===== config.mk =====
export PLATFORM = sky130hd
export DESIGN_NAME = apb_host_port
export DESIGN_NICKNAME = d
export VERILOG_FILES = /design/src/hdl/bus_pkg.sv /design/src/hdl/apb_host_port.sv
export VERILOG_INCLUDE_DIRS = /design/src /design/src/include
export SDC_FILE = /design/constraint.sdc
export NUM_CORES = 1
export LEC_CHECK = 0
export ABC_AREA = 1
export BUFFER_PORTS_ARGS = -buffer_cell sky130_fd_sc_hd__buf_2
export CAP_MARGIN = 20
export CORE_MARGIN = 1
export CORE_UTILIZATION = 25
export DETAILED_ROUTE_END_ITERATION = 6
export MAX_ROUTING_LAYER = met4
export PLACE_DENSITY = 0.8
export SLEW_MARGIN = 20
export SYNTH_ARGS = -nofsm -noshare
export SYNTH_HDL_FRONTEND = slang
export SYNTH_SLANG_ARGS = --single-unit

===== constraint.sdc =====
create_clock -name clock -period 0.9 [get_ports clock]
set_clock_uncertainty 0.05 [all_clocks]
set_input_delay 0.045 -clock clock [delete_from_list [all_inputs] [get_ports clock]]
set_output_delay 0.045 -clock clock [all_outputs]
set_load 0.05 [all_outputs]

===== src/include/cpu_defs.svh =====
`ifndef CPU_DEFS_SVH
`define CPU_DEFS_SVH

// Datapath sizes
`define WORD_BITS       16  // Data and instruction word
`define REG_ADDR_BITS   3   // Register index
`define NUM_REGS        8   // Registers in the bank

// Program memory
`define IMEM_ADDR_BITS  5   // Instruction word index
`define IMEM_DEPTH      32  // Instruction words

`define APB_ADDR_BITS   8   // Host byte address
`define APB_DATA_BITS   32  // Host data bus

`endif

===== src/hdl/bus_pkg.sv =====
package bus_pkg;

  // Decoded host address space
  typedef enum logic [1:0] {
    IMEM = 2'd0,  // 0x00..0x7C, word index in paddr[6:2]
    CTRL = 2'd1,  // 0x80, start on write, status on read
    REGS = 2'd2,  // 0xA0..0xBC, register index in paddr[4:2]
    NONE = 2'd3   // Anything else
  } region_e;

  // Status word seen at CTRL
  typedef struct packed {
    logic done;  // Bit 1, held until next start
    logic busy;  // Bit 0, program running
  } status_t;

endpackage


===== src/hdl/apb_host_port.sv =====
`timescale 1ns/10ps
`include "cpu_defs.svh"

module apb_host_port (
  input  logic                        clock,
  input  logic                        reset,
  input  logic [`APB_ADDR_BITS-1:0]   paddr,
  input  logic                        psel,
  input  logic                        penable,
  input  logic                        pwrite,
  input  logic [`APB_DATA_BITS-1:0]   pwdata,
  output logic [`APB_DATA_BITS-1:0]   prdata,
  output logic                        pready,     // Zero wait states
  output logic                        pslverr,
  output logic                        imem_we,    // Program word write
  output logic [`IMEM_ADDR_BITS-1:0]  imem_waddr,
  output logic [`WORD_BITS-1:0]       imem_wdata,
  output logic                        start,      // Registered run pulse
  input  bus_pkg::status_t            status,
  output logic [`REG_ADDR_BITS-1:0]   peek_sel,   // Register to inspect
  input  logic [`WORD_BITS-1:0]       peek_data
);

  bus_pkg::region_e region;  // Decoded target
  logic             access;  // APB access phase

  // Address map decode, word aligned only
  always_comb begin
    if (!paddr[7] && paddr[1:0] == 2'b00) region = bus_pkg::IMEM;
    else if (paddr == 8'h80) region = bus_pkg::CTRL;
    else if (paddr[7:5] == 3'b101 && paddr[1:0] == 2'b00) region = bus_pkg::REGS;
    else region = bus_pkg::NONE;
  end

  assign access = psel && penable;

  assign imem_we    = access && pwrite && (region == bus_pkg::IMEM);
  assign imem_waddr = paddr[6:2];             // Word index
  assign imem_wdata = pwdata[`WORD_BITS-1:0]; // Upper bits ignored
  assign peek_sel   = paddr[4:2];             // Register index

  // Start pulse, one cycle after the CTRL write
  always_ff @(posedge clock) begin
    if (reset) start <= 1'b0;
    else start <= access && pwrite && (region == bus_pkg::CTRL) && pwdata[0];
  end

  // Read mux
  always_comb begin
    prdata = '0;
    if (region == bus_pkg::CTRL) prdata = {{(`APB_DATA_BITS-2){1'b0}}, status};
    else if (region == bus_pkg::REGS) prdata = {{(`APB_DATA_BITS-`WORD_BITS){1'b0}}, peek_data};
  end

  assign pready  = 1'b1;
  assign pslverr = access && ((region == bus_pkg::NONE) ||
                              (region == bus_pkg::IMEM && !pwrite));  // IMEM is write-only

  // Master must hold psel through the access phase
  a_penable_psel: assert property (
    @(posedge clock) disable iff (reset)
    penable |-> psel
  ) else $error("apb_host_port: penable without psel");

endmodule


## After elaboration in Yosys (flattened, before gate mapping)

Index checks and enable logic that the tools add are counted.

- Register bits after elaboration: 1
- Output and inout port bits: 60
- Word-level logic and storage cells: 25

- Equal/unequal tests: 5
- Mux-type cells: 5
- Reductions and logical operators: 14

Operator list:

| kind | number |
|---|---|
| $mux W16 | 2 |
| $logic_and A1 B1 Y1 | 9 |
| $eq A8 B8 Y1 const B | 1 |
| $eq A2 B2 Y1 const B | 2 |
| $logic_not A2 Y1 | 2 |
| $mux W2 | 2 |
| $eq A3 B3 Y1 const B | 1 |
| $eq A2 B1 Y1 const B | 1 |
| $logic_not A1 Y1 | 2 |
| $logic_or A1 B1 Y1 | 1 |
| $mux W1 | 1 |

## Depth between registers and ports, before layout

Gate-level depths: netlist (run 1).

- Depth after elaboration: 9
- Gate-level depth with buffers: 7

## Worst setup path after synthesis (run 1)

Ideal clock, no wire load.

- Path type: input -> output
- Start point: input paddr[1]
- End point: output prdata[10]
- Stages: 5
- Data required time: 0.805 ns
- Slack: -0.241 ns
- Data arrival time: 1.046 ns
- Cell sequence: nor2_2 nand2_2 nor2_4 inv_2 nor2_1

- Cells in the longest elaborated chain, start to end: 8
- Elaborated cells between the ends (all ways): 11

Ends and longest elaborated chain:

| item | line | source |
|---|---|---|
| from (decl) | apb_host_port.sv:7 | `` input logic [`APB_ADDR_BITS-1:0] paddr, `` |
| $logic_not A2 Y1 | apb_host_port.sv:29, apb_host_port.sv:31 |  |
| $logic_and A1 B1 Y1 | apb_host_port.sv:31 | `else if (paddr[7:5] == 3'b101 && paddr[1:0] == 2'b00) region = bus_pkg::REGS;` |
| $mux W1 | apb_host_port.sv:31 |  |
| $mux W2 | apb_host_port.sv:30 | `else if (paddr == 8'h80) region = bus_pkg::CTRL;` |
| $mux W2 (*) | apb_host_port.sv:29 | `if (!paddr[7] && paddr[1:0] == 2'b00) region = bus_pkg::IMEM;` |
| $eq A2 B2 Y1 | apb_host_port.sv:52 | `` else if (region == bus_pkg::REGS) prdata = {{(`APB_DATA_BITS-`WORD_BITS){1'b0}}, peek_data}; `` |
| $mux W16 | apb_host_port.sv:52 |  |
| $mux W16 (*) | apb_host_port.sv:51 | `` if (region == bus_pkg::CTRL) prdata = {{(`APB_DATA_BITS-2){1'b0}}, status}; `` |
| to (decl) | apb_host_port.sv:12 | `` output logic [`APB_DATA_BITS-1:0] prdata, `` |

Mark *: on every way between the ends. The rest lies on a longest branch, timed or not.

## Worst setup path after layout (run 1)

- Start point: input paddr[7]
- End point: output prdata[11]

- Cells in the longest elaborated chain, start to end: 8
- Elaborated cells between the ends (all ways): 12

Ends and longest elaborated chain:

| item | line |
|---|---|
| $eq A3 B3 Y1 | apb_host_port.sv:31 |
| $logic_and A1 B1 Y1 | apb_host_port.sv:31 |
| $mux W1 | apb_host_port.sv:31 |
| $mux W2 | apb_host_port.sv:30 |
| $mux W2 (*) | apb_host_port.sv:29 |
| $eq A2 B2 Y1 | apb_host_port.sv:52 |
| $mux W16 | apb_host_port.sv:52 |
| $mux W16 (*) | apb_host_port.sv:51 |

Marks and branches as above.

==> results of run 1 <==
## worst min-delay path by stage
stage | endpoint | from | cells past startpoint | slack, ps
final | imem_wdata[10] | pwdata[10] | 0 | 40
after global routing | imem_wdata[9] | pwdata[9] | 0 | 40
after CTS | imem_wdata[14] | pwdata[14] | 0 | 40
after detailed placement | imem_wdata[14] | pwdata[14] | 0 | 40
after global placement | imem_wdata[14] | pwdata[14] | 0 | 40
after floorplan | start$_SDFF_PP0_ | pwrite | 2 | 140
## repair_timing
item / CTS / global route
hold buffers: 0 / 0
buffers inserted: 2 / 3
pin swaps: 1 / 2
gates resized for setup: 49 / 22
cloned: 1 / 0
hold endpoints to repair: 0 / 0
setup endpoints to repair: 18 / 18
## power breakdown
| part | switching, mW | internal, mW |
|---|---|---|
| registers | 0.00000142 | 0.0452 |
| logic | 0.387 | 0.147 |
| clock network | 0 | 0 |
| total | 0.387 | 0.192 |
## final cells by class
class / instances / area, sq um
fillers: 230 / 1170
repair buffers: 69 / 549
multi-input cells: 56 / 397
inverters: 23 / 106
well taps: 28 / 35.0
flip-flops and latches: 1 / 20.0
repair inverters: 1 / 20.0
## layout by cell type, fill, tap and decap left out, drive strengths merged
cell,count
a21oi,1
nand2,11
dfxtp,1
buf,69
nand4,1
conb,17
nor2,23
inv,24
nand3,3
## stage by stage
| step | hold WS [ps] | setup TNS, ps | std cells | area [sq um] |
|---|---|---|---|---|
| after CTS | 40.3 | -1480 | 175 | 1020 |
| after global placement | 40.3 | -4240 | 172 | 837 |
| final | 40.0 | -1420 | 178 | 1130 |
| after global routing | 40.1 | -2280 | 178 | 1130 |
| after detailed placement | 40.3 | -4460 | 172 | 837 |
| after floorplan | 141 | -621 | 122 | 797 |
## kinds of logic (layout without fill, tap and decap cells)
| group | after synthesis | count (layout) | share of synthesized area [%] |
|---|---|---|---|
| buffers and inverters | 65 | 93 | 64.7 |
| and+or+nand+nor | 38 | 38 | 30.1 |
| other | 2 | 17 | 1.20 |
| AOI/OAI and AO/OA | 1 | 1 | 0.798 |
| DFF | 1 | 1 | 3.19 |
## critical path, stage by stage
cell     delay [ps]
buf_12           90
inv_12           30
nor2_4           90
nand2_2          70
nor2_4          110
buf_12          150
inv_8            60
nor2_4          100
buf_6           150
## layer usage
layer	track usage (%)	wire, um	part of all wire [%]	vias to the layer above
met3	1.17	112	7.6	2
met2	22.4	869	59	37
met5	-	0	0	-
met1	10.7	484	33	285
met4	0.901	9	0.61	0
li1	-	-	-	332
==> metrics.md, run 1 <==
| Metric | Value |
|---|---|
| Status | `complete, but fails checks` |
| Violated checks | `setup timing` |
| DIE AREA | `0.00271 sq mm` |
| Capture point of the critical path | `prdata[11]` |
| Io pins | `123` |
| Design Power | `0.579 mW` |
| Layout area overhead | `79.8%` |
| Crit path time final | `1010 ps` |
| Wire per inst | `8.29 um` |
| Dpl hpwl | `1090 um` |
| Initial Util | `27.3%` |
| Synth top cells by count | `buf_4 (41), inv_1 (22), nor2_2 (12)` |
| Critical path class | `primary input to output port` |
| Max Slew Vio Count | `0` |
| Die height | `52.1 um` |
| RD Place Congestion | `0.749` |
| Sequential fraction of the synthesis area | `3.19%` |
| Core Area | `0.00230 sq mm` |
| Total Wirelength | `1480 um` |
| Number of setup violations in the final report | `17` |
| Max reg flops | `1` |
| Share of layout cells above drive strength 1 | `66.7%` |
| Leakage | `0.625 nW` |
| Global-route usage over all layers | `10.7%` |
| Cells after Synth | `107` |
| Post-synthesis cell area | `627 sq um` |
| Top FF cell, synth | `dfxtp_1` |
| Iteration count of the initial detailed-routing pass | `1` |
| Critical Path Source | `paddr[7]` |
| Die X-Extent | `52.1 um` |
| Crit share post-route | `112%` |
| Area share of the largest cell type after synthesis | `49.1%` |
| Final Hold Viols | `0` |
| Post-synth top area cell | `buf_4` |
| Largest registers | `start x1` |
| # DRC | `0` |
| Yosys reg bits | `1` |
| DP Worst Slack | `-295 ps` |
| WP data required | `810 ps` |
| Avg Inst Size Synth | `5.86 sq um` |
| Most frequent cell after synthesis | `buf_4` |
| Post-DR vias/cell | `3.69` |
| Unrepaired setup endpoints after global routing | `true` |
| Yosys Warn Count | `0` |
| Core Rows | `17` |
| First-pass GRT wire length | `2290 um` |
| Synth unique cells | `14` |
| CP max FO | `7` |
| Largest net degree at the start of global routing | `8` |
| Antenna violations before repair | `0` |
| Ranking of synthesized cells by area | `buf_4 (49%), inv_1 (13%), nor2_2 (12%)` |
| Max-Cap Viols | `0` |
| CP arrival | `910 ps` |
| Layout net count | `215` |
| Grt ovf | `0` |
| Pwr dens | `514 mW/mm^2` |
| Port bufs | `59` |
| Via count | `656` |
| Fmax | `0.992 GHz` |
| Routed Antenna Nets | `0` |
| Post-synth EDFFs | `0` |
| VDD IR max | `0.301 mV` |
| Initial DRC count | `0` |
| Worst Slack Setup Final | `-108 ps` |
| Biggest register | `start` |
| Vias in the first global route | `613` |
| Nature of the critical path endpoint | `output port` |
| Startpoint Class | `primary input` |
| Layout Utilization | `49.1%` |
| Async SR Flop Fraction | `0%` |
| ANT cells | `0` |
| Hold WC Path Type | `primary input to output port` |
(Power assumes the default switching activity.)
==> run 2: changes to the inputs <==
Settings changed: CORE_UTILIZATION 25 to 23, PLACE_DENSITY 0.8 to 0.78.
Clock period 0.9 ns to 0.8 ns, I/O delays scaled along.
==> run 2 against run 1 <==
Against the previous run: setup slack worse by 100 ps; sequential share of layout area is 0.083 points higher; largest cell class unchanged; critical path type unchanged; first-iteration DRC count is 6 higher; final cell count stayed put; routed wire length is 4.9% lower; total power is 9.5% higher; the flow still finishes with violations (setup timing); global-route usage is 1.1 points lower; sequential power is 13% higher.
==> metrics.md, run 2 (same netlist as run 1, synthesis figures left out) <==
| Metric | Value |
|---|---|
| Leading cell types in the layout, fill and taps excluded | `buf_2 (38), inv_1 (20), nor2_4 (17), conb_1 (17), buf_6 (16)` |
| First-pass GRT wire length | `2120 um (-7.5%)` |
| Crit path time final | `1010 ps` |
| Max reg flops | `1 (unchanged)` |
| Dpl hpwl | `1060 um (-2.4%)` |
| Routed Antenna Nets | `0 (unchanged)` |
| Unrepaired setup endpoints after global routing | `true` |
| Max Used Layer | `met4` |
| DIE AREA | `0.00294 sq mm (+8.3%)` |
| Fmax | `0.991 GHz` |
| Grt ovf | `0 (unchanged)` |
| Initial DRC count | `6 (+6)` |
| Number of setup violations in the final report | `18 (+1)` |
| Layout Utilization | `42.7% (-6.4 points)` |
| Via count | `633 (-3.5%)` |
| Post-route setup TNS | `-2940 ps (-1520 ps)` |
| Met3 WL | `114 um (+1.8%)` |
| Nature of the critical path endpoint | `output port` |
| Hold WC Path Type | `primary input to output port` |
| Leakage | `0.603 nW (-3.6%)` |
| Critical path class | `primary input to output port` |
| Die X-Extent | `54.2 um (+4.1%)` |
| Initial Util | `24.9% (-2.4 points)` |
| Layout net count | `213 (-0.93%)` |
| ANT cells | `0 (unchanged)` |
| Die height | `54.2 um (+4.1%)` |
| WP data required | `710 ps (-100 ps)` |
| Startpoint Class | `primary input` |
| Biggest register | `start` |
| Antenna violations before repair | `0 (unchanged)` |
| Core Rows | `18 (+1)` |
| Status | `complete, but fails checks` |
| Port bufs | `59 (unchanged)` |
| Wire per inst | `7.88 um (-4.9%)` |
| Metal-1 WL | `508 um (+5.0%)` |
| Violated checks | `setup timing` |
| Final Hold Viols | `0 (unchanged)` |
| Max-Cap Viols | `0 (unchanged)` |
| Total Wirelength | `1400 um (-4.9%)` |
| Placed Cells | `173 (+0.58%)` |
| Core Area | `0.00252 sq mm (+9.8%)` |
| Largest net degree at the start of global routing | `8 (unchanged)` |
| Share of layout cells above drive strength 1 | `66.2% (-0.45 points)` |
| Layout area overhead | `71.9%` |
| Worst Slack Setup Final | `-209 ps (-101 ps)` |
| Io pins | `123 (unchanged)` |
| VDD IR max | `0.383 mV (+27%)` |
| Global-route usage over all layers | `9.64% (-1.1 points)` |
| Most common cell after layout, fill and taps aside | `buf_2` |
| RD Place Congestion | `0.647 (-14%)` |
| Post-Layout Cell Count | `178 (unchanged)` |
| Largest registers | `start x1` |
| CP arrival | `920 ps (about the same)` |
| CP max FO | `3 (-4)` |
| Crit share post-route | `126%` |
| Met2 wire len | `772 um (-11%)` |
| Max Slew Vio Count | `0 (unchanged)` |
| Post-DR vias/cell | `3.56 (-3.5%)` |
| # DRC | `0 (unchanged)` |
| CTS Hold Buffers Added | `0 (unchanged)` |
| Iteration count of the initial detailed-routing pass | `2 (+1)` |
| Vias in the first global route | `536 (-13%)` |
| Design Power | `0.634 mW (+9.5%)` |
| Pwr dens | `589 mW/mm^2 (+15%)` |
[run 2: path summary, 6_finish.rpt]
| check | start | to | slack [ps] | depth (start not counted) |
|---|---|---|---|---|
| setup / recovery | paddr[0] | prdata[0] | -210 | 9 |
| hold / removal | pwdata[11] | imem_wdata[11] | 30 | 0 |
[run 2: report_power, final]
part | total [mW] | internal (mW) | leakage (nW) | switching, mW
sequential | 0.0509 | 0.0509 | 0.00805 | 0.00000230
combinational | 0.583 | 0.158 | 0.595 | 0.426
clock | 0 | 0 | 0 | 0
[run 2: metrics by stage]
step,area (sq um),hold WS (ps),setup slack (ps)
3_3_place_gp,837,30.3,-370
3_5_place_dp,837,30.3,-399
2_1_floorplan,802,136,-168
6_report,1080,30.0,-209
5_1_grt,1080,30.1,-264
4_1_cts,1030,30.3,-189
[run 2: critical path, stage by stage]
cell and delay (ps):
buf_6 100, nor2_4 110, nand2_2 90, nor2_4 100, buf_12 130, buf_6 100, nand2_2 40, nand2_2 60
buf_8 140
[run 2: cell type report]
type / count / area, sq um
Timing Repair Buffer: 67 / 531
Multi-Input combinational cell: 56 / 374
Tap cell: 30 / 37.5
Fill cell: 262 / 1450
Timing Repair inverter: 1 / 8.76
Sequential cell: 1 / 20.0
Inverter: 23 / 106
[run 2: layer usage]
layer	vias to the layer above	global-route usage, %
li1	326	-
met1	266	10.3
met2	39	19.5
met3	2	0.282
met4	0	1.28
met5	-	-
[run 2: timing repair]
action / 4_1_cts / 5_1_grt
buffers inserted: 2 / 2
gates resized for setup: 48 / 10
gates cloned: 1 / 0
pin swaps: 3 / 3
endpoints found under the setup margin: 18 / 19
==> run 3: changes to the inputs <==
Settings changed: PLACE_DENSITY 0.78 to 0.76.
==> run 3 against run 2 <==
Against the previous run: the run still ends with setup timing left; flip-flop and latch count did not move; sequential power barely moved; largest power group unchanged; largest cell class unchanged; highest routed layer unchanged; setup slack improved by 11 ps.
==> metrics.md, run 3 (same netlist as run 1, synthesis figures left out) <==
| Metric | Value |
|---|---|
| Dpl hpwl | `1060 um (about the same)` |
| Leakage | `0.604 nW (+0.19%)` |
| RD Place Congestion | `0.643 (-0.63%)` |
| Unrepaired setup endpoints after global routing | `true` |
| Status | `complete, but fails checks` |
| Max reg flops | `1 (unchanged)` |
| Startpoint Class | `primary input` |
| Total Wirelength | `1460 um (+3.8%)` |
| Violated checks | `setup timing` |
| Most frequent cell on the critical path | `nand2_2` |
| Antenna violations before repair | `0 (unchanged)` |
| Iteration count of the initial detailed-routing pass | `4 (+2)` |
| Max Used Layer | `met4` |
| Critical path cell sequence | `buf_8 -> nor2_4 -> nand2_2 -> nor2_4 -> buf_12 -> buf_6 -> nand2_2 -> nand2_2 -> buf_8` |
| Sw frac | `67.1% (about the same)` |
| Largest net degree at the start of global routing | `8 (unchanged)` |
| Vias in the first global route | `494 (-7.8%)` |
| Hold WC Path Type | `primary input to output port` |
| Crit share post-route | `125% (-1.3 points)` |
| CP max FO | `3 (unchanged)` |
| Initial DRC count | `1 (-5)` |
| WP data required | `710 ps (about the same)` |
| # DRC | `0 (unchanged)` |
| ANT cells | `0 (unchanged)` |
| CTS Hold Buffers Added | `0 (unchanged)` |
| Worst Slack Setup Final | `-198 ps (+10.7 ps)` |
| Logic pwr share | `92.0% (about the same)` |
| Hold path cells | `0 (unchanged)` |
| First-pass GRT wire length | `1970 um (-6.8%)` |
| Most common cell after layout, fill and taps aside | `buf_2` |
| Fmax | `1.00 GHz (+1.1%)` |
| Hold path start | `pwdata[10]` |
| Seq pwr share | `8.0% (about the same)` |
| Share of layout cells above drive strength 1 | `64.6% (-1.6 points)` |
| Layout fillers | `258 (-1.5%)` |
| Biggest register | `start` |
| Slowest-stage cell, CP | `buf_8` |
| Metal-1 WL | `539 um (+6.1%)` |
| Post-Layout Cell Count | `177 (-0.56%)` |
| Port bufs | `59 (unchanged)` |
| Core Area | `0.00252 sq mm (unchanged)` |
| Core Rows | `18 (unchanged)` |
| Met2 wire len | `802 um (+3.9%)` |
| Worst Hold End | `imem_wdata[10]` |
| Max Slew Vio Count | `0 (unchanged)` |
| Critical path class | `primary input to output port` |
| Via count | `650 (+2.7%)` |
| Leading cell types in the layout, fill and taps excluded | `buf_2 (38), inv_1 (21), nor2_4 (17), conb_1 (17), buf_6 (14)` |
| Layout net count | `212 (-0.47%)` |
| Number of setup violations in the final report | `18 (unchanged)` |
| Io pins | `123 (unchanged)` |
| Met3 WL | `113 um (-0.88%)` |
| Global-route usage over all layers | `8.93% (-0.71 points)` |
| Die X-Extent | `54.2 um (unchanged)` |
| CP peak stage delay | `140 ps (about the same)` |
| P_int | `0.209 mW (+0.16%)` |
| Net Switching | `0.427 mW (+0.19%)` |
| Max-Cap Viols | `0 (unchanged)` |
| WHS | `30.0 ps (+0.00270 ps)` |
| Power share of the clock group | `0% (unchanged)` |
| Post-DR vias/cell | `3.67 (+3.3%)` |
| Grt ovf | `0 (unchanged)` |
| DIE AREA | `0.00294 sq mm (unchanged)` |
| Layout area overhead | `71.3%` |
| VDD IR max | `0.402 mV (+5.0%)` |
| Nature of the critical path endpoint | `output port` |
| Wire per inst | `8.23 um (+4.4%)` |
| Crit path time final | `998 ps (-10.7 ps)` |
| Final Hold Viols | `0 (unchanged)` |
| CP arrival | `910 ps (about the same)` |
| Die height | `54.2 um (unchanged)` |
| Largest registers | `start x1` |
| Placed Cells | `172 (-0.58%)` |
| Initial Util | `24.9% (unchanged)` |
| Pwr dens | `592 mW/mm^2 (+0.53%)` |
| Routed Antenna Nets | `0 (unchanged)` |
run 3: changes by cell type in the layout (fill, tap and decap cells not counted):
cell / change
buf_6: -2
a21oi_2: -1
buf_4: -1
buf_8: +2
a21oi_1: +1
inv_2: -1
inv_1: +1
run 3: worst max-delay path, delay by kind of cell:
kind / cells / cell delay [ps]
buf+inv: 4 / 470
simple gates: 5 / 390
run 3: power groups by stage:
stage | Combinational [mW] | Clock, mW | Sequential, mW
floorplan | 0.695 | 0 | 0.0509
global placement | 0.521 | 0 | 0.0509
detailed placement | 0.524 | 0 | 0.0509
CTS | 0.571 | 0 | 0.0509
global route | 0.620 | 0 | 0.0509
finish | 0.585 | 0 | 0.0509
run 3: through the flow:
step           utilization [%]  setup TNS (ps)  instance area [sq um]  power, mW  setup slack (ps)
2_1_floorplan                -           -1610                    802      0.746              -168
3_3_place_gp              32.9           -5810                    830      0.572              -369
3_5_place_dp              32.9           -6330                    830      0.575              -405
4_1_cts                   41.1           -2650                   1040      0.622              -188
5_1_grt                   42.6           -3630                   1070      0.671              -242
6_report                  42.6           -2850                   1070      0.635              -198
run 3: what timing repair did:
| action | in CTS | in global routing |
|---|---|---|
| gates cloned | 1 | 0 |
| pin swaps | 3 | 2 |
| resized for setup | 50 | 8 |
| setup endpoints to repair | 18 | 19 |
| setup buffers | 3 | 1 |
run 3: how the worst max path moves through the flow:
stage,start,to,cells past startpoint
after floorplan,paddr[7],prdata[11],7
after global placement,paddr[7],prdata[11],8
after detailed placement,paddr[7],prdata[11],8
after CTS,paddr[0],prdata[1],9
after global routing,paddr[0],prdata[1],9
final,paddr[0],prdata[1],9
run 3: layout make-up:
| cell class | count | area [sq um] | share of cell area (%) |
|---|---|---|---|
| Inverter | 23 | 106 | 9.91 |
| Timing Repair Buffer | 66 | 531 | 49.4 |
| Sequential cell | 1 | 20.0 | 1.86 |
| Timing Repair inverter | 1 | 8.76 | 0.816 |
| Tap cell | 30 | 37.5 | 3.50 |
| Multi-Input combinational cell | 56 | 370 | 34.5 |
run 3: per-layer routing:
metal  global-route usage [%]  vias to the layer above
li1                         -                      323
met1                     11.0                      283
met2                     16.7                       42
met3                    0.282                        2
met4                    0.427                        0
met5                        -                        -
